**src/logic/cpu_consts.svh**
```systemverilog
`ifndef CPU_CONSTS_SVH
`define CPU_CONSTS_SVH

// reset vector, low byte at FFFC and high byte at FFFD
`define CPU_RST_VECTOR 16'hFFFC

// flag bit positions in p
`define CPU_FL_C 0
`define CPU_FL_Z 1
`define CPU_FL_I 2
`define CPU_FL_V 6
`define CPU_FL_N 7
`define CPU_FL_I_RESET (8'h01 << `CPU_FL_I)  // irq masked out of reset

// opcode layout aaa_bbb_cc
`define CPU_OP_AAA 7:5
`define CPU_OP_BBB 4:2
`define CPU_OP_CC  1:0
`define CPU_OP_JMP_ABS 8'h4C

`endif

```
**src/logic/cpu_pkg.sv**
```systemverilog
package cpu_pkg;

    // sequencer states
    typedef enum logic [3:0] {
        T_BOOT, T_BOOT_HI, T0_FETCH, T1_DECODE, T2_ZPG,
        T2_ABS, T3_ABS, T2_JUMP, T3_JUMP, T_JAM
    } state_e;

    // source of one address byte
    typedef enum logic [2:0] {
        ADDR_PC, ADDR_DATA, ADDR_ADD, ADDR_ZERO, ADDR_VEC, ADDR_HOLD
    } addr_src_e;

    typedef enum logic [2:0] {SB_A, SB_X, SB_Y, SB_ADD, SB_DATA, SB_ZERO} sb_src_e;
    typedef enum logic [1:0] {DB_DATA, DB_SB, DB_P, DB_ZERO} db_src_e;
    typedef enum logic [2:0] {DST_NONE, DST_A, DST_X, DST_Y, DST_MEM} dst_e;
    typedef enum logic [2:0] {ALU_ADD, ALU_AND, ALU_OR, ALU_EOR, ALU_NOP} alu_op_e;

    // one decoded instruction
    typedef struct packed {
        alu_op_e    alu_op;
        logic       ai_inv;
        logic       bi_inv;
        logic [1:0] carry_in;    // 00 zero, 01 one, 1x from p.c
        sb_src_e    sb_src;
        db_src_e    db_src;
        dst_e       dst;
        logic       single_byte;
        logic       rd;          // computes in the fetch cycle after its operand
        logic       st;          // writes memory in its last cycle
        logic [7:0] alu_mask;
        logic [7:0] set_mask;
        logic [7:0] clear_mask;
    } op_ctrl_t;

    // control for one cycle of the datapath
    typedef struct packed {
        addr_src_e  adl_src;
        addr_src_e  adh_src;
        logic       inc_pc;
        logic       jump;        // pc <= addr + 1
        logic       hold_alu;
        sb_src_e    sb_src;
        db_src_e    db_src;
        logic       we_a;
        logic       we_x;
        logic       we_y;
        logic       we_p;
        logic       db_write;
        alu_op_e    alu_op;
        logic       ai_inv;
        logic       bi_inv;
        logic       ci;
        logic [7:0] alu_mask;
        logic [7:0] set_mask;
        logic [7:0] clear_mask;
    } ctrl_word_t;

endpackage

```
**src/logic/cpu_decode.sv**
```systemverilog
`timescale 1ns/10ps
`include "cpu_consts.svh"

module cpu_decode (
    input  logic [7:0]        i_opcode,
    output cpu_pkg::op_ctrl_t o_op,
    output cpu_pkg::state_e   o_initial_state
);
    import cpu_pkg::*;

    localparam logic [7:0] M_C    = 8'h01 << `CPU_FL_C;
    localparam logic [7:0] M_NZ   = (8'h01 << `CPU_FL_N) | (8'h01 << `CPU_FL_Z);
    localparam logic [7:0] M_NZC  = M_NZ | M_C;
    localparam logic [7:0] M_NZVC = M_NZC | (8'h01 << `CPU_FL_V);

    logic [2:0] aaa;
    logic [2:0] bbb;
    logic [1:0] cc;
    logic       imm_mode;
    logic       impl;
    state_e     mem_state;

    assign aaa = i_opcode[`CPU_OP_AAA];
    assign bbb = i_opcode[`CPU_OP_BBB];
    assign cc  = i_opcode[`CPU_OP_CC];

    // addressing mode from bbb, immediate sits at a different bbb in group 01
    always_comb begin
        imm_mode = (cc == 2'b01) ? (bbb == 3'b010) : (bbb == 3'b000);
        case (bbb)
            3'b001:  mem_state = T2_ZPG;
            3'b011:  mem_state = T2_ABS;
            default: mem_state = imm_mode ? T0_FETCH : T_JAM;
        endcase
    end

    always_comb begin
        o_op = '0;
        o_op.alu_op = ALU_NOP;
        o_initial_state = T_JAM;
        impl = 1'b1;
        case (i_opcode)
            8'hea: impl = 1'b1;                                   // nop
            8'h18: o_op.clear_mask = M_C;                         // clc
            8'h38: o_op.set_mask = M_C;                           // sec
            8'haa, 8'ha8: begin                                   // tax, tay
                o_op.dst = i_opcode[1] ? DST_X : DST_Y;
                o_op.alu_mask = M_NZ;
            end
            8'h8a, 8'h98: begin                                   // txa, tya
                o_op.sb_src = i_opcode[1] ? SB_X : SB_Y;
                o_op.dst = DST_A;
                o_op.alu_mask = M_NZ;
            end
            8'he8, 8'hc8, 8'hca, 8'h88: begin                     // inx, iny, dex, dey
                // e8 and ca work on x
                o_op.sb_src = (i_opcode[5] | i_opcode[1]) ? SB_X : SB_Y;
                o_op.dst = (i_opcode[5] | i_opcode[1]) ? DST_X : DST_Y;
                o_op.db_src = DB_ZERO;
                o_op.alu_op = ALU_ADD;
                o_op.bi_inv = i_opcode[1] | ~i_opcode[6];         // dec adds ff
                o_op.carry_in = {1'b0, i_opcode[6] & ~i_opcode[1]};
                o_op.alu_mask = M_NZ;
            end
            `CPU_OP_JMP_ABS: begin
                impl = 1'b0;
                o_initial_state = T2_JUMP;
            end
            default: begin
                impl = 1'b0;
                if (cc == 2'b01) begin                            // alu group on a
                    o_initial_state = mem_state;
                    o_op.rd = 1'b1;
                    o_op.dst = DST_A;
                    o_op.alu_mask = M_NZ;
                    case (aaa)
                        3'b000: o_op.alu_op = ALU_OR;
                        3'b001: o_op.alu_op = ALU_AND;
                        3'b010: o_op.alu_op = ALU_EOR;
                        3'b011: begin                             // adc
                            o_op.alu_op = ALU_ADD;
                            o_op.carry_in = 2'b10;
                            o_op.alu_mask = M_NZVC;
                        end
                        3'b100: begin                             // sta
                            o_op.rd = 1'b0;
                            o_op.st = 1'b1;
                            o_op.dst = DST_MEM;
                            o_op.alu_mask = 8'h00;
                            if (imm_mode) o_initial_state = T_JAM;
                        end
                        3'b101: o_op.sb_src = SB_DATA;            // lda
                        3'b110: begin                             // cmp, a - m
                            o_op.alu_op = ALU_ADD;
                            o_op.bi_inv = 1'b1;
                            o_op.carry_in = 2'b01;
                            o_op.dst = DST_NONE;
                            o_op.alu_mask = M_NZC;
                        end
                        default: begin                            // sbc
                            o_op.alu_op = ALU_ADD;
                            o_op.bi_inv = 1'b1;
                            o_op.carry_in = 2'b10;
                            o_op.alu_mask = M_NZVC;
                        end
                    endcase
                end else if (cc != 2'b11 && aaa[2:1] == 2'b10) begin
                    o_initial_state = mem_state;                  // ldx/stx, ldy/sty
                    o_op.sb_src = cc[1] ? SB_X : SB_Y;
                    if (aaa[0]) begin
                        o_op.sb_src = SB_DATA;
                        o_op.rd = 1'b1;
                        o_op.dst = cc[1] ? DST_X : DST_Y;
                        o_op.alu_mask = M_NZ;
                    end else begin
                        o_op.st = 1'b1;
                        o_op.dst = DST_MEM;
                        if (imm_mode) o_initial_state = T_JAM;
                    end
                end
            end
        endcase
        if (impl) begin
            o_op.single_byte = 1'b1;
            o_op.rd = 1'b1;
            o_initial_state = T0_FETCH;
        end
    end

endmodule

```
**src/logic/cpu_sequencer.sv**
```systemverilog
`timescale 1ns/10ps
`include "cpu_consts.svh"

module cpu_sequencer (
    input  logic                i_clk,
    input  logic                i_rst,
    input  logic [7:0]          i_data,
    input  logic [7:0]          i_p,
    output cpu_pkg::ctrl_word_t o_ctrl,
    output logic                o_rw,
    output logic                o_sync,
    output logic                o_jam
);
    import cpu_pkg::*;

    state_e     state;
    state_e     next_state;
    state_e     new_state;
    logic [7:0] ir;
    op_ctrl_t   op;       // instruction held in ir
    op_ctrl_t   new_op;   // opcode arriving during decode
    ctrl_word_t c;
    logic       exec;
    logic       save;

    cpu_decode u_dec_ir (
        .i_opcode        (ir),
        .o_op            (op),
        .o_initial_state ()
    );

    cpu_decode u_dec_new (
        .i_opcode        (i_data),
        .o_op            (new_op),
        .o_initial_state (new_state)
    );

    always_ff @(posedge i_clk) begin
        if (i_rst) begin
            state <= T_BOOT;
            ir    <= `CPU_OP_JMP_ABS;  // boot behaves as the tail of a jmp
        end else begin
            state <= next_state;
            if (state == T1_DECODE) ir <= i_data;
        end
    end

    always_comb begin
        c = '0;
        c.sb_src = SB_ZERO;   // idle alu passes db into add
        exec = 1'b0;
        save = 1'b0;
        o_sync = 1'b0;
        o_jam = 1'b0;
        next_state = state;
        case (state)
            T_BOOT: begin
                c.adl_src = ADDR_VEC;
                c.adh_src = ADDR_VEC;
                c.jump = 1'b1;
                next_state = T_BOOT_HI;
            end
            T_BOOT_HI, T2_JUMP: begin   // low target byte lands in add
                c.inc_pc = 1'b1;
                next_state = T3_JUMP;
            end
            T2_ABS: begin
                c.inc_pc = 1'b1;
                next_state = T3_ABS;
            end
            T0_FETCH: begin
                o_sync = 1'b1;
                c.inc_pc = 1'b1;
                exec = op.rd;           // operand of previous instr is on i_data
                next_state = T1_DECODE;
            end
            T1_DECODE: begin
                c.inc_pc = !new_op.single_byte;
                save = op.rd;           // ir still holds the previous instr
                next_state = new_state;
            end
            T2_ZPG: begin
                c.adl_src = ADDR_DATA;
                c.adh_src = ADDR_ZERO;
                save = op.st;
                next_state = T0_FETCH;
            end
            T3_ABS: begin
                c.adl_src = ADDR_ADD;
                c.adh_src = ADDR_DATA;
                save = op.st;
                next_state = T0_FETCH;
            end
            T3_JUMP: begin              // target fetch doubles as opcode fetch
                c.adl_src = ADDR_ADD;
                c.adh_src = ADDR_DATA;
                c.jump = 1'b1;
                o_sync = 1'b1;
                next_state = T1_DECODE;
            end
            default: begin
                o_jam = 1'b1;
                c.hold_alu = 1'b1;
                c.adl_src = ADDR_HOLD;
                c.adh_src = ADDR_HOLD;
                next_state = T_JAM;
            end
        endcase

        if (exec) begin
            c.alu_op = op.alu_op;
            c.ai_inv = op.ai_inv;
            c.bi_inv = op.bi_inv;
            c.ci = op.carry_in[1] ? i_p[`CPU_FL_C] : op.carry_in[0];
            c.alu_mask = op.alu_mask;
            c.set_mask = op.set_mask;
            c.clear_mask = op.clear_mask;
            c.sb_src = op.sb_src;
            c.db_src = op.db_src;
            c.we_p = 1'b1;
        end

        if (save) begin
            c.sb_src = (op.dst == DST_MEM) ? op.sb_src : SB_ADD;
            c.db_src = DB_SB;
            c.db_write = (op.dst == DST_MEM);
            c.we_a = (op.dst == DST_A);
            c.we_x = (op.dst == DST_X);
            c.we_y = (op.dst == DST_Y);
        end
    end

    assign o_ctrl = c;
    assign o_rw = !c.db_write;

endmodule

```
**src/logic/cpu_regfile.sv**
```systemverilog
`timescale 1ns/10ps
`include "cpu_consts.svh"

module cpu_regfile (
    input  logic                i_clk,
    input  logic                i_rst,
    input  cpu_pkg::ctrl_word_t i_ctrl,
    input  logic [7:0]          i_data,
    input  logic [7:0]          i_add,
    input  logic [7:0]          i_alu_status,
    output logic [7:0]          o_sb,
    output logic [7:0]          o_db,
    output logic [7:0]          o_p
);
    import cpu_pkg::*;

    logic [7:0] a;
    logic [7:0] x;
    logic [7:0] y;
    logic [7:0] p;

    always_comb begin
        case (i_ctrl.sb_src)
            SB_A:    o_sb = a;
            SB_X:    o_sb = x;
            SB_Y:    o_sb = y;
            SB_ADD:  o_sb = i_add;
            SB_DATA: o_sb = i_data;
            default: o_sb = 8'h00;
        endcase
        case (i_ctrl.db_src)
            DB_DATA: o_db = i_data;
            DB_SB:   o_db = o_sb;   // store path to memory
            DB_P:    o_db = p;
            default: o_db = 8'h00;
        endcase
    end

    always_ff @(posedge i_clk) begin
        if (i_rst) begin
            a <= 8'h00;
            x <= 8'h00;
            y <= 8'h00;
            p <= `CPU_FL_I_RESET;
        end else begin
            if (i_ctrl.we_a) a <= o_sb;
            if (i_ctrl.we_x) x <= o_sb;
            if (i_ctrl.we_y) y <= o_sb;
            // masked alu flags, then explicit set and clear
            if (i_ctrl.we_p) begin
                p <= ~i_ctrl.clear_mask & (i_ctrl.set_mask
                     | (i_ctrl.alu_mask & i_alu_status) | (~i_ctrl.alu_mask & p));
            end
        end
    end

    assign o_p = p;

endmodule

```
**src/logic/cpu_alu.sv**
```systemverilog
`timescale 1ns/10ps
`include "cpu_consts.svh"

module cpu_alu (
    input  logic                i_clk,
    input  logic                i_rst,
    input  cpu_pkg::ctrl_word_t i_ctrl,
    input  logic [7:0]          i_sb,
    input  logic [7:0]          i_db,
    output logic [7:0]          o_add,
    output logic [7:0]          o_status
);
    import cpu_pkg::*;

    logic [7:0] ai;
    logic [7:0] bi;
    logic [7:0] res;
    logic [8:0] sum;

    assign ai  = i_ctrl.ai_inv ? ~i_sb : i_sb;
    assign bi  = i_ctrl.bi_inv ? ~i_db : i_db;   // subtract as a + ~b + c
    assign sum = {1'b0, ai} + {1'b0, bi} + {8'd0, i_ctrl.ci};

    always_comb begin
        case (i_ctrl.alu_op)
            ALU_ADD: res = sum[7:0];
            ALU_AND: res = ai & bi;
            ALU_OR:  res = ai | bi;
            ALU_EOR: res = ai ^ bi;
            default: res = ai;       // pass sb through
        endcase
        o_status = 8'h00;
        o_status[`CPU_FL_N] = res[7];
        o_status[`CPU_FL_V] = (ai[7] == bi[7]) && (sum[7] != ai[7]);
        o_status[`CPU_FL_Z] = (res == 8'h00);
        o_status[`CPU_FL_C] = sum[8];
    end

    always_ff @(posedge i_clk) begin
        if (i_rst) begin
            o_add <= 8'h00;
        end else if (!i_ctrl.hold_alu) begin
            o_add <= res;
        end
    end

endmodule

```
**src/logic/cpu_addr_gen.sv**
```systemverilog
`timescale 1ns/10ps
`include "cpu_consts.svh"

module cpu_addr_gen (
    input  logic                i_clk,
    input  logic                i_rst,
    input  cpu_pkg::ctrl_word_t i_ctrl,
    input  logic [7:0]          i_data,
    input  logic [7:0]          i_add,
    output logic [15:0]         o_addr
);
    import cpu_pkg::*;

    localparam logic [15:0] RST_VEC = `CPU_RST_VECTOR;

    logic [15:0] pc;
    logic [7:0]  adl_q;
    logic [7:0]  adh_q;

    // one address byte, same choices for both halves
    function automatic logic [7:0] pick(addr_src_e src, logic [7:0] pc_b,
                                        logic [7:0] vec_b, logic [7:0] hold_b);
        case (src)
            ADDR_PC:   pick = pc_b;
            ADDR_DATA: pick = i_data;
            ADDR_ADD:  pick = i_add;
            ADDR_ZERO: pick = 8'h00;
            ADDR_VEC:  pick = vec_b;
            default:   pick = hold_b;
        endcase
    endfunction

    always_comb begin
        o_addr[7:0]  = pick(i_ctrl.adl_src, pc[7:0], RST_VEC[7:0], adl_q);
        o_addr[15:8] = pick(i_ctrl.adh_src, pc[15:8], RST_VEC[15:8], adh_q);
    end

    always_ff @(posedge i_clk) begin
        if (i_rst) begin
            pc <= RST_VEC;
        end else if (i_ctrl.jump) begin
            pc <= o_addr + 16'd1;   // target byte is fetched now, continue after it
        end else if (i_ctrl.inc_pc) begin
            pc <= pc + 16'd1;
        end
    end

    always_ff @(posedge i_clk) begin
        adl_q <= o_addr[7:0];
        adh_q <= o_addr[15:8];
    end

endmodule

```
**src/logic/cpu_core.sv**
```systemverilog
`timescale 1ns/10ps

module cpu_core (
    input  logic        i_clk,
    input  logic        i_rst,
    input  logic [7:0]  i_data,
    output logic [15:0] o_addr,
    output logic [7:0]  o_dout,
    output logic        o_rw,
    output logic        o_sync,
    output logic        o_jam
);
    import cpu_pkg::*;

    ctrl_word_t ctrl;
    logic [7:0] sb;
    logic [7:0] db;
    logic [7:0] p;
    logic [7:0] add;
    logic [7:0] alu_status;

    cpu_sequencer u_seq (
        .i_clk  (i_clk),
        .i_rst  (i_rst),
        .i_data (i_data),
        .i_p    (p),
        .o_ctrl (ctrl),
        .o_rw   (o_rw),
        .o_sync (o_sync),
        .o_jam  (o_jam)
    );

    cpu_addr_gen u_addr (
        .i_clk  (i_clk),
        .i_rst  (i_rst),
        .i_ctrl (ctrl),
        .i_data (i_data),
        .i_add  (add),
        .o_addr (o_addr)
    );

    cpu_regfile u_regs (
        .i_clk        (i_clk),
        .i_rst        (i_rst),
        .i_ctrl       (ctrl),
        .i_data       (i_data),
        .i_add        (add),
        .i_alu_status (alu_status),
        .o_sb         (sb),
        .o_db         (db),
        .o_p          (p)
    );

    cpu_alu u_alu (
        .i_clk    (i_clk),
        .i_rst    (i_rst),
        .i_ctrl   (ctrl),
        .i_sb     (sb),
        .i_db     (db),
        .o_add    (add),
        .o_status (alu_status)
    );

    assign o_dout = db;   // store data rides on db

endmodule

```
**config.mk**
```make
export PLATFORM = sky130hd
export DESIGN_NAME = cpu_core
export DESIGN_NICKNAME = d
export VERILOG_FILES = /design/src/logic/cpu_pkg.sv /design/src/logic/cpu_decode.sv /design/src/logic/cpu_sequencer.sv /design/src/logic/cpu_regfile.sv /design/src/logic/cpu_alu.sv /design/src/logic/cpu_addr_gen.sv /design/src/logic/cpu_core.sv
export VERILOG_INCLUDE_DIRS = /design/src /design/src/logic
export SDC_FILE = /design/constraint.sdc
export NUM_CORES = 1
export LEC_CHECK = 0
export BUFFER_PORTS_ARGS = -buffer_cell sky130_fd_sc_hd__buf_2
export CAP_MARGIN = 20
export CORE_UTILIZATION = 56
export DETAILED_ROUTE_END_ITERATION = 10
export PLACE_DENSITY = 0.77
export SYNTH_ARGS = -nofsm -noshare
export SYNTH_HDL_FRONTEND = slang
export SYNTH_SLANG_ARGS = --single-unit
```
**constraint.sdc**
```tcl
create_clock -name i_clk -period 4.4 [get_ports i_clk]
set_input_delay 0.44 -clock i_clk [delete_from_list [all_inputs] [get_ports i_clk]]
set_output_delay 0.44 -clock i_clk [all_outputs]
set_load 0.02 [all_outputs]
```
## Word level (Yosys, flattened, before mapping)

Index checks and enable logic that the tools add are counted.

- Bits in registers: 84
- Bits in latches: 0
- Memory bits (writable): 0
- Memory bits (read-only): 0
- Logic and storage cells: 225
- Memories: 0

- Add/subtract/negate cells: 4
- $mul: 0
- Divide/modulo/power cells: 0
- Magnitude comparators: 0
- Equal/unequal tests: 75
- Shift-type cells: 0
- Multiplexer cells: 79
- Bitwise logic cells: 17
- Reductions and logical operators: 40

Operator list:

| operator | number |
|---|---|
| equality test 8 bit, second input constant | 18 |
| one-hot mux 8 bit (5 select lines) | 3 |
| one-hot mux 8 bit (3 select lines) | 3 |
| equality test 3 x 2 -> 1 bit, second input constant | 15 |
| two-way mux 10 bit | 4 |
| two-way mux 8 bit | 5 |
| adder 16 x 1 -> 16 bit, second input constant | 2 |
| AND 8 bit | 4 |
| two-way mux 16 bit | 2 |
| NOT 8 bit | 4 |
| one-hot mux 8 bit (4 select lines) | 1 |
| equality test 3 bit, second input constant | 10 |
| two-way mux 3 bit | 10 |
| two-way mux 30 bit | 1 |
| two-way mux 4 bit | 7 |
| equality test 3 x 1 -> 1 bit, second input constant | 8 |
| OR 8 bit | 3 |
| one-hot mux 3 bit (4 select lines) | 2 |
| one-hot mux 4 bit (6 select lines) | 1 |
| one-hot mux 6 bit (4 select lines) | 1 |
| OR reduction 12 bit | 2 |
| OR reduction 11 bit | 2 |
| logical NOT 3 bit | 7 |
| two-way mux 1 bit | 20 |
| other kinds (38) | 80 |

## Longest topological paths before layout

Gate-level depths: netlist (run 1).

- Depth after elaboration: 22
- Gate-level depth with buffers: 26
- Depth with buffers taken out: 23

## Hierarchy

Synthesis (run 1) repeated with hierarchy kept, for this count alone.

- Cell total of the unflattened synthesis: 1009
- Area, all modules: 7997.7 µm²

By module, submodules not included:

| module | instances | cells an instance | area each (µm²) | sequential area each (µm²) |
|---|---|---|---|---|
| cpu_addr_gen | 1 | 257 | 2199.6 | 640.6 |
| cpu_regfile | 1 | 217 | 1891.8 | 640.6 |
| cpu_decode | 2 | 115 | 762.0 | 0.0 |
| cpu_alu | 1 | 180 | 1392.6 | 160.2 |
| cpu_sequencer | 1 | 125 | 989.7 | 240.2 |

## Worst setup path after synthesis (run 1)

OpenSTA, ideal clock, no wires.

- Path kind: register -> register
- Start: register u_seq.ir[1]
- End: register u_alu.o_add[6]
- Data arrival time: 4.448 ns
- Required time: 4.267 ns
- Path slack: -0.181 ns
- Cell stages (with the launch flop): 24
- Period minus slack after synthesis: 4.581 ns
- Path through: dfxtp_1 -> buf_6 -> o31a_1 -> or2_1 -> and4_1 -> buf_6 -> clkinv_4 -> nand2_1 -> a21oi_1 -> nand2_1 -> o21ai_1 -> xnor2_1 -> inv_1 -> fa_1 -> inv_1 -> fa_1 -> a21o_1 -> a21oi_1 -> o21bai_1 -> a21o_1 -> a311oi_1 -> o211ai_1 -> o211ai_1 -> a21oi_1

- Longest elaborated chain between the ends: 17
- Elaborated cells between the ends (all ways): 81

Ends and longest elaborated chain:

| element | RTL line | source |
|---|---|---|
| start, declared | cpu_sequencer.sv:19 | `logic [7:0] ir;` |
| start signal, assigned | cpu_sequencer.sv:41 | `` ir <= `CPU_OP_JMP_ABS; `` |
| start signal, assigned | cpu_sequencer.sv:44 | `if (state == T1_DECODE) ir <= i_data;` |
| branches (longest 8 deep; another with one-hot mux 3 bit (4 select lines)) | - |  |
| two-way mux 8 bit * | cpu_sequencer.sv:123 | `if (save) begin` |
| equality test 3 bit (tied with other cells) | cpu_regfile.sv:23 | `case (i_ctrl.sb_src)` |
| one-hot mux 8 bit (5 select lines) | cpu_regfile.sv:23 |  |
| one-hot mux 8 bit (3 select lines) * | cpu_regfile.sv:31 | `case (i_ctrl.db_src)` |
| named net o_dout[0] | cpu_core.sv:8 | `output logic [7:0] o_dout,` |
| NOT 8 bit | cpu_alu.sv:21 | `assign bi = i_ctrl.bi_inv ? ~i_db : i_db;` |
| two-way mux 8 bit * | cpu_alu.sv:21 |  |
| adder 8 x 8 -> 9 bit * | cpu_alu.sv:22 | `assign sum = {1'b0, ai} + {1'b0, bi} + {8'd0, i_ctrl.ci};` |
| adder 9 x 1 -> 9 bit * | cpu_alu.sv:22 |  |
| one-hot mux 8 bit (4 select lines) * | cpu_alu.sv:25 | `case (i_ctrl.alu_op)` |
| end signal, assigned | cpu_alu.sv:43 | `o_add <= res;` |
| end, declared | cpu_alu.sv:10 | `output logic [7:0] o_add,` |

Mark *: on every way through the listed nets, which the timed path passes.
A chain may end at the register's enable or synchronous reset.

## Final worst setup path (run 1)

- Start: register u_seq.ir[1]
- End: register u_alu.o_add[5]

- Longest elaborated chain between the ends: 17
- Elaborated cells between the ends (all ways): 81

Ends and longest elaborated chain:

| element | RTL line | source |
|---|---|---|
| branches (longest 8 deep; another with one-hot mux 3 bit (4 select lines)) | - |  |
| two-way mux 8 bit * | cpu_sequencer.sv:123 |  |
| equality test 3 bit (tied with other cells) | cpu_regfile.sv:23 |  |
| one-hot mux 8 bit (5 select lines) * | cpu_regfile.sv:23 |  |
| named net sb[1] | cpu_core.sv:16 | `logic [7:0] sb;` |
| one-hot mux 8 bit (3 select lines) | cpu_regfile.sv:31 |  |
| NOT 8 bit | cpu_alu.sv:21 |  |
| two-way mux 8 bit | cpu_alu.sv:21 |  |
| adder 8 x 8 -> 9 bit * | cpu_alu.sv:22 |  |
| adder 9 x 1 -> 9 bit * | cpu_alu.sv:22 |  |
| one-hot mux 8 bit (4 select lines) * | cpu_alu.sv:25 |  |

Marks and branches as above.

==> results.py, run 1 <==
metrics = {
    "worst_setup_path": {
        "critPathArrivalTime_ps": 4520,
        "path_cells": "or4b_4, o22ai_4, nor2_2, o22a_1, o21a_4, a221oi_4, o21ai_2, a22oi_2, xnor2_1, ha_1, nor2b_1, o21ai_2, a21oi_2, o21a_1, or3_1, a31oi_1, a32oi_1, nand2_1, a21oi_1",
        "worst-path-max-fanout": 6,
        "end_kind": "flop",
        "timing.critical_path.to": "u_alu.o_add[5]",
        "critical-path-max-stage-delay_ps": 570,
        "worst-r2r-setup-slack_ps": 90,
        "path_common_cell": "o21ai_2",
        "crit_type": "flop to flop",
        "r2r-start": "u_seq.ir[1]",
        "cp-start-kind": "flop",
        "timing.rr.end": "u_alu.o_add[5]",
        "worst-endpoint-required_ps": 4610,
        "rr_worst_depth": 19,
        "cp_slowest_cell": "or4b_4",
        "launching_instance_or_port_of_the_critical_path": "u_seq.ir[1]",
    },
    "timing": {
        "worst_clock_skew_ps": 13.13,
        "finalSetupTns_ps": 0,
        "fmax_mhz": 232.3,
        "hold_slack_ps": 412.6,
        "slew_headroom": 0.3731,
        "unrepaired_setup_endpoints_after_global_routing": "yes",
        "worst_case_setup_margin_in_the_final_layout_ps": 94.44,
        "min_period_over_period": 0.9785,
        "slew_viol_final": 0,
        "period_needed_ps": 4306,
        "setup_viol_count_final": 0,
        "finalHoldViolations": 0,
        "worst_tran_pin_value_ps": 940.1,
    },
    "placed_design": {
        "place.gp.congestion": 0.9845,
        "io_buffer_count": 36,
        "detailed_place_hpwl_um": 13660,
        "pre_cts_ws_ps": -47.26,
    },
    "global_route": {
        "first_global_vias": 5787,
        "number_of_antenna_violations_at_the_first_check_in_global_routing": 0,
        "grt_busiest_layer": "met2",
        "first_pass_grt_wire_length_um": 29770,
        "largest_net_degree_at_the_start_of_global_routing": 49,
        "met2_usage": 0.5271,
        "grt_total_usage": 0.3421,
        "globalRoute.totalOverflow": 0,
        "grt_use_met1": 0.4660,
        "use_met3": 0.06140,
    },
    "logic_synthesis": {
        "postSynthAreaPerCell_um2": 7.459,
        "synth-seq-cells": 77,
        "yosysWarningCount": 0,
        "synth_ff_type": "dfxtp_1",
        "synthesized_netlist_net_count": 812,
        "async_flop_share": 0,
        "synth_cells": 783,
        "synth_seq_area_share": 0.2639,
        "synth_enable_flop_cells": 0,
        "synth_cell_type_count": 84,
        "post_synth_instance_area_um2": 5841,
    },
    "finish": {
        "nNetsFinal": 874,
        "num-fill-cells": 818,
        "insertedDiodeCount": 0,
        "mostFrequentLayoutCells": "88 x nor2_1, 74 x nand2_1, 72 x buf_4",
        "layout_cells_sized_above_1": 0.2341,
        "most_common_cell_after_layout_fill_and_taps_aside": "nor2_1",
        "area_growth_pct": 18.04,
    },
    "detailed_routing": {
        "wl_per_cell_um": 19.26,
        "drc_errors": 0,
        "antenna_violating_nets_post_route": 0,
        "vias": 6253,
        "router_iterations_before_antenna_repair": 6,
        "drt_wl_total_um": 18930,
        "detailedRoute.firstIterationViolations": 451,
        "vias_per_cell": 6.361,
    },
    "cts": {
        "tritoncts_clock_tree": "yes",
        "cts.path.max_buffers": 2,
        "holdBufCountCts": 0,
        "cts_made_buffers": 9,
        "cts.reportedPaths.clkPinSlew_ps": 90,
        "cts.sink_count": 77,
        "cts_max_level": 3,
        "clkLatencyLatePin_ps": 360,
        "root_buffer": "clkbuf_8",
    },
    "die": {
        "dieWidth_um": 104.1,
        "floorplan.core_area_um2": 9955,
        "y_dimension_of_the_die_um": 104.1,
        "design.portCount": 37,
        "die_area_um2": 10840,
        "rows": 36,
        "initial_utilization": 0.5867,
    },
    "power_and_ir_drop": {
        "totalPowerFinal_uw": 1733,
        "switching_share": 0.3512,
        "combinationalPowerShare": 0.264,
        "total_leakage_power_uw": 0.002640,
        "intPower_uw": 1124,
        "power.share.clock": 0.284,
        "power_per_cell_area_nw_per_um2": 251.3,
        "psw_uw": 608.6,
        "vdd.ir_drop.worst_uv": 217.1,
        "seq_power_share": 0.452,
    },
    "job": {
        "drv_cap": 0,
    },
    "hold_path": {
        "hold_class": "primary input to flop",
    },
    "run_status": {
        "outcome": "finished, final reports clean",
    },
}
[cell type report]
| type | count | area, µm² | share of cell area |
|---|---|---|---|
| repair buffers | 111 | 763.2 | 0.1107 |
| clock buffers | 11 | 131.4 | 0.01906 |
| multi-input cells | 599 | 4058 | 0.5886 |
| well taps | 133 | 166.4 | 0.02414 |
| inverters | 47 | 183.9 | 0.02668 |
| clock inverters | 5 | 35.03 | 0.005082 |
| flip-flops and latches | 77 | 1556 | 0.2258 |
[cell usage after synthesis, types with 11 or more instances]
| library cell | number | share of area |
|---|---|---|
| nor3_1 | 16 | 0.014 |
| o211ai_1 | 23 | 0.030 |
| xor2_1 | 12 | 0.018 |
| a21oi_1 | 59 | 0.051 |
| a211oi_1 | 34 | 0.044 |
| nor2_1 | 88 | 0.057 |
| xnor2_1 | 12 | 0.018 |
| inv_1 | 42 | 0.027 |
| mux2i_1 | 18 | 0.031 |
| ha_1 | 17 | 0.036 |
| nor2b_1 | 11 | 0.012 |
| a31oi_1 | 15 | 0.016 |
| clkbuf_1 | 44 | 0.028 |
| dfxtp_1 | 77 | 0.26 |
| o21ai_0 | 38 | 0.033 |
| nand2_1 | 74 | 0.048 |
| nand3_1 | 16 | 0.014 |
[registers in the layout (all words and copies together), names as in the netlist, 4 cells and up]
register / flops
u_alu.o_add: 8
u_seq.state: 4
u_addr.pc: 16
u_regs.y: 8
u_seq.ir: 8
u_addr.adl_q: 8
u_regs.x: 8
u_regs.a: 8
u_addr.adh_q: 8
[metal layers]
metal | up-vias | part of all wire
li1 | 2934 | -
met1 | 2924 | 0.42
met2 | 336 | 0.46
met3 | 59 | 0.088
met4 | 0 | 0.032
met5 | - | 0
[through the flow]
| stage | area, µm² | utilization | std cells |
|---|---|---|---|
| after floorplan | 5859 | - | 783 |
| after global placement | 6405 | 0.6434 | 953 |
| after detailed placement | 6405 | 0.6434 | 953 |
| after CTS | 6599 | 0.6629 | 970 |
| after global routing | 6894 | 0.6926 | 983 |
| final | 6894 | 0.6926 | 983 |
[power groups by stage]
stage                     sequential (µW)  combinational (µW)  clock (µW)
after floorplan                       788                 321           0
after global placement                797                 425           0
after detailed placement              799                 437           0
after CTS                             783                 441         499
after global routing                  789                 497         523
final                                 783                 457         492
[critical path, delay by kind of cell, from the launching register on]
family | cells | cell delay, ps
simple gates | 5 | 1220
fa+ha+maj | 1 | 310
xor+xnor | 1 | 110
flops | 1 | 370
compound gates | 12 | 2120
[worst min-delay path by stage]
stage / start / endpoint / slack (ps) / depth (start not counted)
final: i_data[7] / u_seq.ir[7] / 410 / 3
after CTS: i_data[7] / u_seq.ir[7] / 390 / 3
after global placement: u_addr.adh_q[2] / u_addr.adh_q[2] / 460 / 2
after floorplan: u_alu.o_add[0] / u_alu.o_add[0] / 440 / 2
after detailed placement: u_addr.pc[8] / u_addr.pc[8] / 470 / 2
after global routing: i_data[0] / u_seq.ir[0] / 410 / 3
[logic make-up (layout without fill, tap and decap cells)]
logic type | count (synthesis) | after routing | synth area share
mux | 20 | 20 | 0.03470
xor+xnor | 24 | 24 | 0.03599
simple gates | 277 | 277 | 0.2324
fa+ha+maj | 19 | 19 | 0.04327
buf+inv | 107 | 174 | 0.07626
compound gates | 259 | 259 | 0.3134
flops | 77 | 77 | 0.2639
[what timing repair did]
| action | in CTS | in global routing |
|---|---|---|
| pin swaps | 3 | 27 |
| endpoints found under the setup margin | 5 | 7 |
| resized for setup | 7 | 44 |
| buffers inserted | 1 | 13 |
Note: power is estimated with default switching activity, not from simulation.
==> run 2: changes to the inputs <==
ABC_AREA = 1   (was not set)
CORE_UTILIZATION = 55   (was 56)
PLACE_DENSITY = 0.76   (was 0.77)
REMOVE_ABC_BUFFERS = 1   (was not set)
==> run 2 against run 1 <==
Effect of this change: the flow now finishes with violations (negative setup slack); highest routed layer unchanged; non-clock buffer count up 11; synthesized area down 7.7%; sequential share of layout area up 0.19 points; sequential power up 20%; clock power up 26%; critical path depth up 13; critical endpoint is now u_alu.o_add[7]; hold slack worse by 89 ps; setup slack worse by 290 ps; register-to-register slack worse by 290 ps; combinational power rose to 4.3 times the previous value; routed wire length down 2.9%; maximum frequency down 6.4%.
==> results.py, run 2 <==
metrics = {
    "worst_setup_path": {
        "worst-r2r-setup-slack_ps": -200,
        "cp-start-kind": "flop",
        "worst-path-max-fanout": 7,
        "path_common_cell": "nand2_1",
        "crit_type": "flop to flop",
        "cp_slowest_cell": "dfxtp_4",
        "critical-path-max-stage-delay_ps": 400,
        "end_kind": "flop",
        "critPathArrivalTime_ps": 4870,
        "worst-endpoint-required_ps": 4670,
    },
    "timing": {
        "min_period_over_period": 1.045,
        "finalSetupTns_ps": -198.9,
        "worst_case_setup_margin_in_the_final_layout_ps": -198.9,
        "period_needed_ps": 4599,
        "finalHoldViolations": 0,
        "worst_tran_pin_value_ps": 1100,
        "setup_viol_count_final": 1,
        "unrepaired_setup_endpoints_after_global_routing": "yes",
        "slew_viol_final": 0,
        "slew_headroom": 0.2637,
        "fmax_mhz": 217.4,
        "worst_clock_skew_ps": 9.238,
    },
    "cts": {
        "cts.path.max_buffers": 2,
        "cts_max_level": 3,
        "tritoncts_clock_tree": "yes",
        "clkLatencyLatePin_ps": 370,
        "holdBufCountCts": 0,
        "cts.sink_count": 77,
        "cts.reportedPaths.clkPinSlew_ps": 90,
        "root_buffer": "clkbuf_8",
        "cts_made_buffers": 9,
    },
    "logic_synthesis": {
        "synth_cell_type_count": 52,
        "post-synth-top-count-cell": "nand2_1",
        "yosysWarningCount": 0,
        "synth_ff_type": "dfxtp_1",
        "synth_cells": 809,
        "async_flop_share": 0,
        "largest_area_contributor_in_the_synthesized_netlist": "dfxtp_1",
        "netlist.area_leader.share": 0.2859,
        "most_numerous_cell_types_in_the_synthesized_netlist": "162 x nand2_1, 102 x inv_1, 78 x nor2_1",
        "synth-seq-cells": 77,
        "post_synth_main_area_contributors": "dfxtp_1 29%, nand2_1 11%, inv_1 7.1%, a21oi_1 6.0%, o21ai_0 5.8%",
        "synth_enable_flop_cells": 0,
        "synth_seq_area_share": 0.2859,
        "postSynthAreaPerCell_um2": 6.664,
        "post_synth_instance_area_um2": 5391,
    },
    "finish": {
        "final_instance_area_um2": 6854,
        "number_of_flip_flops_under_the_largest_register_name": 16,
        "mostFrequentLayoutCells": "143 x nand2_1, 94 x inv_1, 82 x buf_4",
        "most_common_cell_after_layout_fill_and_taps_aside": "nand2_1",
        "insertedDiodeCount": 0,
        "area_growth_pct": 27.13,
        "nNetsFinal": 947,
        "num-fill-cells": 802,
        "largest-register": "u_addr.pc",
        "finalCoreUtilization": 0.7314,
        "layout_cells_sized_above_1": 0.2809,
    },
    "detailed_routing": {
        "detailedRoute.firstIterationViolations": 503,
        "wl_per_cell_um": 17.48,
        "drc_errors": 0,
        "drt_wl_total_um": 18370,
        "vias": 6232,
        "antenna_violating_nets_post_route": 0,
        "router_iterations_before_antenna_repair": 5,
        "vias_per_cell": 5.930,
    },
    "run_status": {
        "outcome": "finished with violations",
        "violations": "negative setup slack",
    },
    "global_route": {
        "number_of_antenna_violations_at_the_first_check_in_global_routing": 0,
        "first_pass_grt_wire_length_um": 27980,
        "largest_net_degree_at_the_start_of_global_routing": 48,
        "first_global_vias": 5707,
        "globalRoute.totalOverflow": 0,
        "grt_total_usage": 0.3565,
    },
    "placed_design": {
        "pre_cts_ws_ps": -228.6,
        "place.gp.congestion": 0.9411,
        "dpl_cell_area_um2": 6090,
        "io_buffer_count": 36,
        "detailed_place_hpwl_um": 12430,
    },
    "power_and_ir_drop": {
        "total_leakage_power_uw": 0.003356,
        "vdd.ir_drop.worst_uv": 446.0,
        "power_per_cell_area_nw_per_um2": 512.6,
    },
    "hold_path": {
        "hold_class": "primary input to flop",
    },
    "die": {
        "floorplan.core_area_um2": 9371,
        "die_area_um2": 10200,
        "rows": 35,
        "y_dimension_of_the_die_um": 101.0,
        "design.portCount": 37,
        "dieWidth_um": 101.0,
        "initial_utilization": 0.5753,
    },
    "job": {
        "drv_cap": 0,
    },
}
[run 2: critical path, delay by kind of cell, from the launching register on]
family	cells	cell delay, ps
AOI/OAI and AO/OA	8	1230
xor gates and xnor gates	2	370
adders and majority gates	1	260
buffers and inverters	5	540
DFF	1	400
and+or+nand+nor	16	1720
[run 2: logic make-up (layout without fill, tap and decap cells)]
group	Yosys count	in the layout	share of synthesized area
flip-flops	77	77	0.2859
buffers and inverters	133	246	0.09468
XOR/XNOR	12	12	0.01949
AO/OA/AOI/OAI	207	207	0.2372
AND/OR/NAND/NOR	361	361	0.3159
adder cells (fa/ha/maj)	19	19	0.04688
[run 2: final cells by class]
cell class | instances | area (µm²) | area share
repair buffers | 122 | 840.8 | 0.1227
well taps | 129 | 161.4 | 0.02355
inverters | 109 | 419.2 | 0.06115
flip-flops and latches | 77 | 1560 | 0.2276
clock inverters | 5 | 83.83 | 0.01223
multi-input cells | 599 | 3651 | 0.5327
clock buffers | 10 | 137.6 | 0.02008
[run 2: worst paths after layout]
| path | startpoint | end | cells after the start |
|---|---|---|---|
| hold / removal | i_data[2] | u_seq.ir[2] | 3 |
| setup / recovery | u_seq.ir[5] | u_alu.o_add[7] | 32 |
| hold reg to reg | u_addr.adl_q[7] | u_addr.adl_q[7] | 2 |
| setup reg to reg | u_seq.ir[5] | u_alu.o_add[7] | 32 |
[run 2: what timing repair did]
action,4_1_cts,5_1_grt
setup buffers,10,15
endpoints found under the hold margin,0,0
resized for setup,31,65
pin swaps,13,38
setup endpoints to repair,4,6
[run 2: stage by stage]
stage / hold slack (ps) / instances / total power, µW
final: 323.5 / 1051 / 3514
after global routing: 326.2 / 1051 / 3772
after CTS: 322.2 / 1036 / 3434
after detailed placement: 433.7 / 1011 / 2775
after global placement: 431.4 / 1011 / 2713
after floorplan: 442.0 / 785 / 2235
[run 2: routing by layer]
metal / share of wire / track usage / vias to the layer above / routed length [µm]
met5: 0 / 0 / - / 0
met4: 0.049 / 0.1806 / 0 / 893
met3: 0.079 / 0.06380 / 80 / 1454
met2: 0.47 / 0.5890 / 314 / 8680
met1: 0.40 / 0.4453 / 2903 / 7345
li1: - / - / 2935 / -
[run 2: where the power goes]
part	internal, µW	leakage, µW	switching (µW)
combinational	648	0.00262	1300
sequential	866	0.000636	76.0
clock	334	0.000105	287
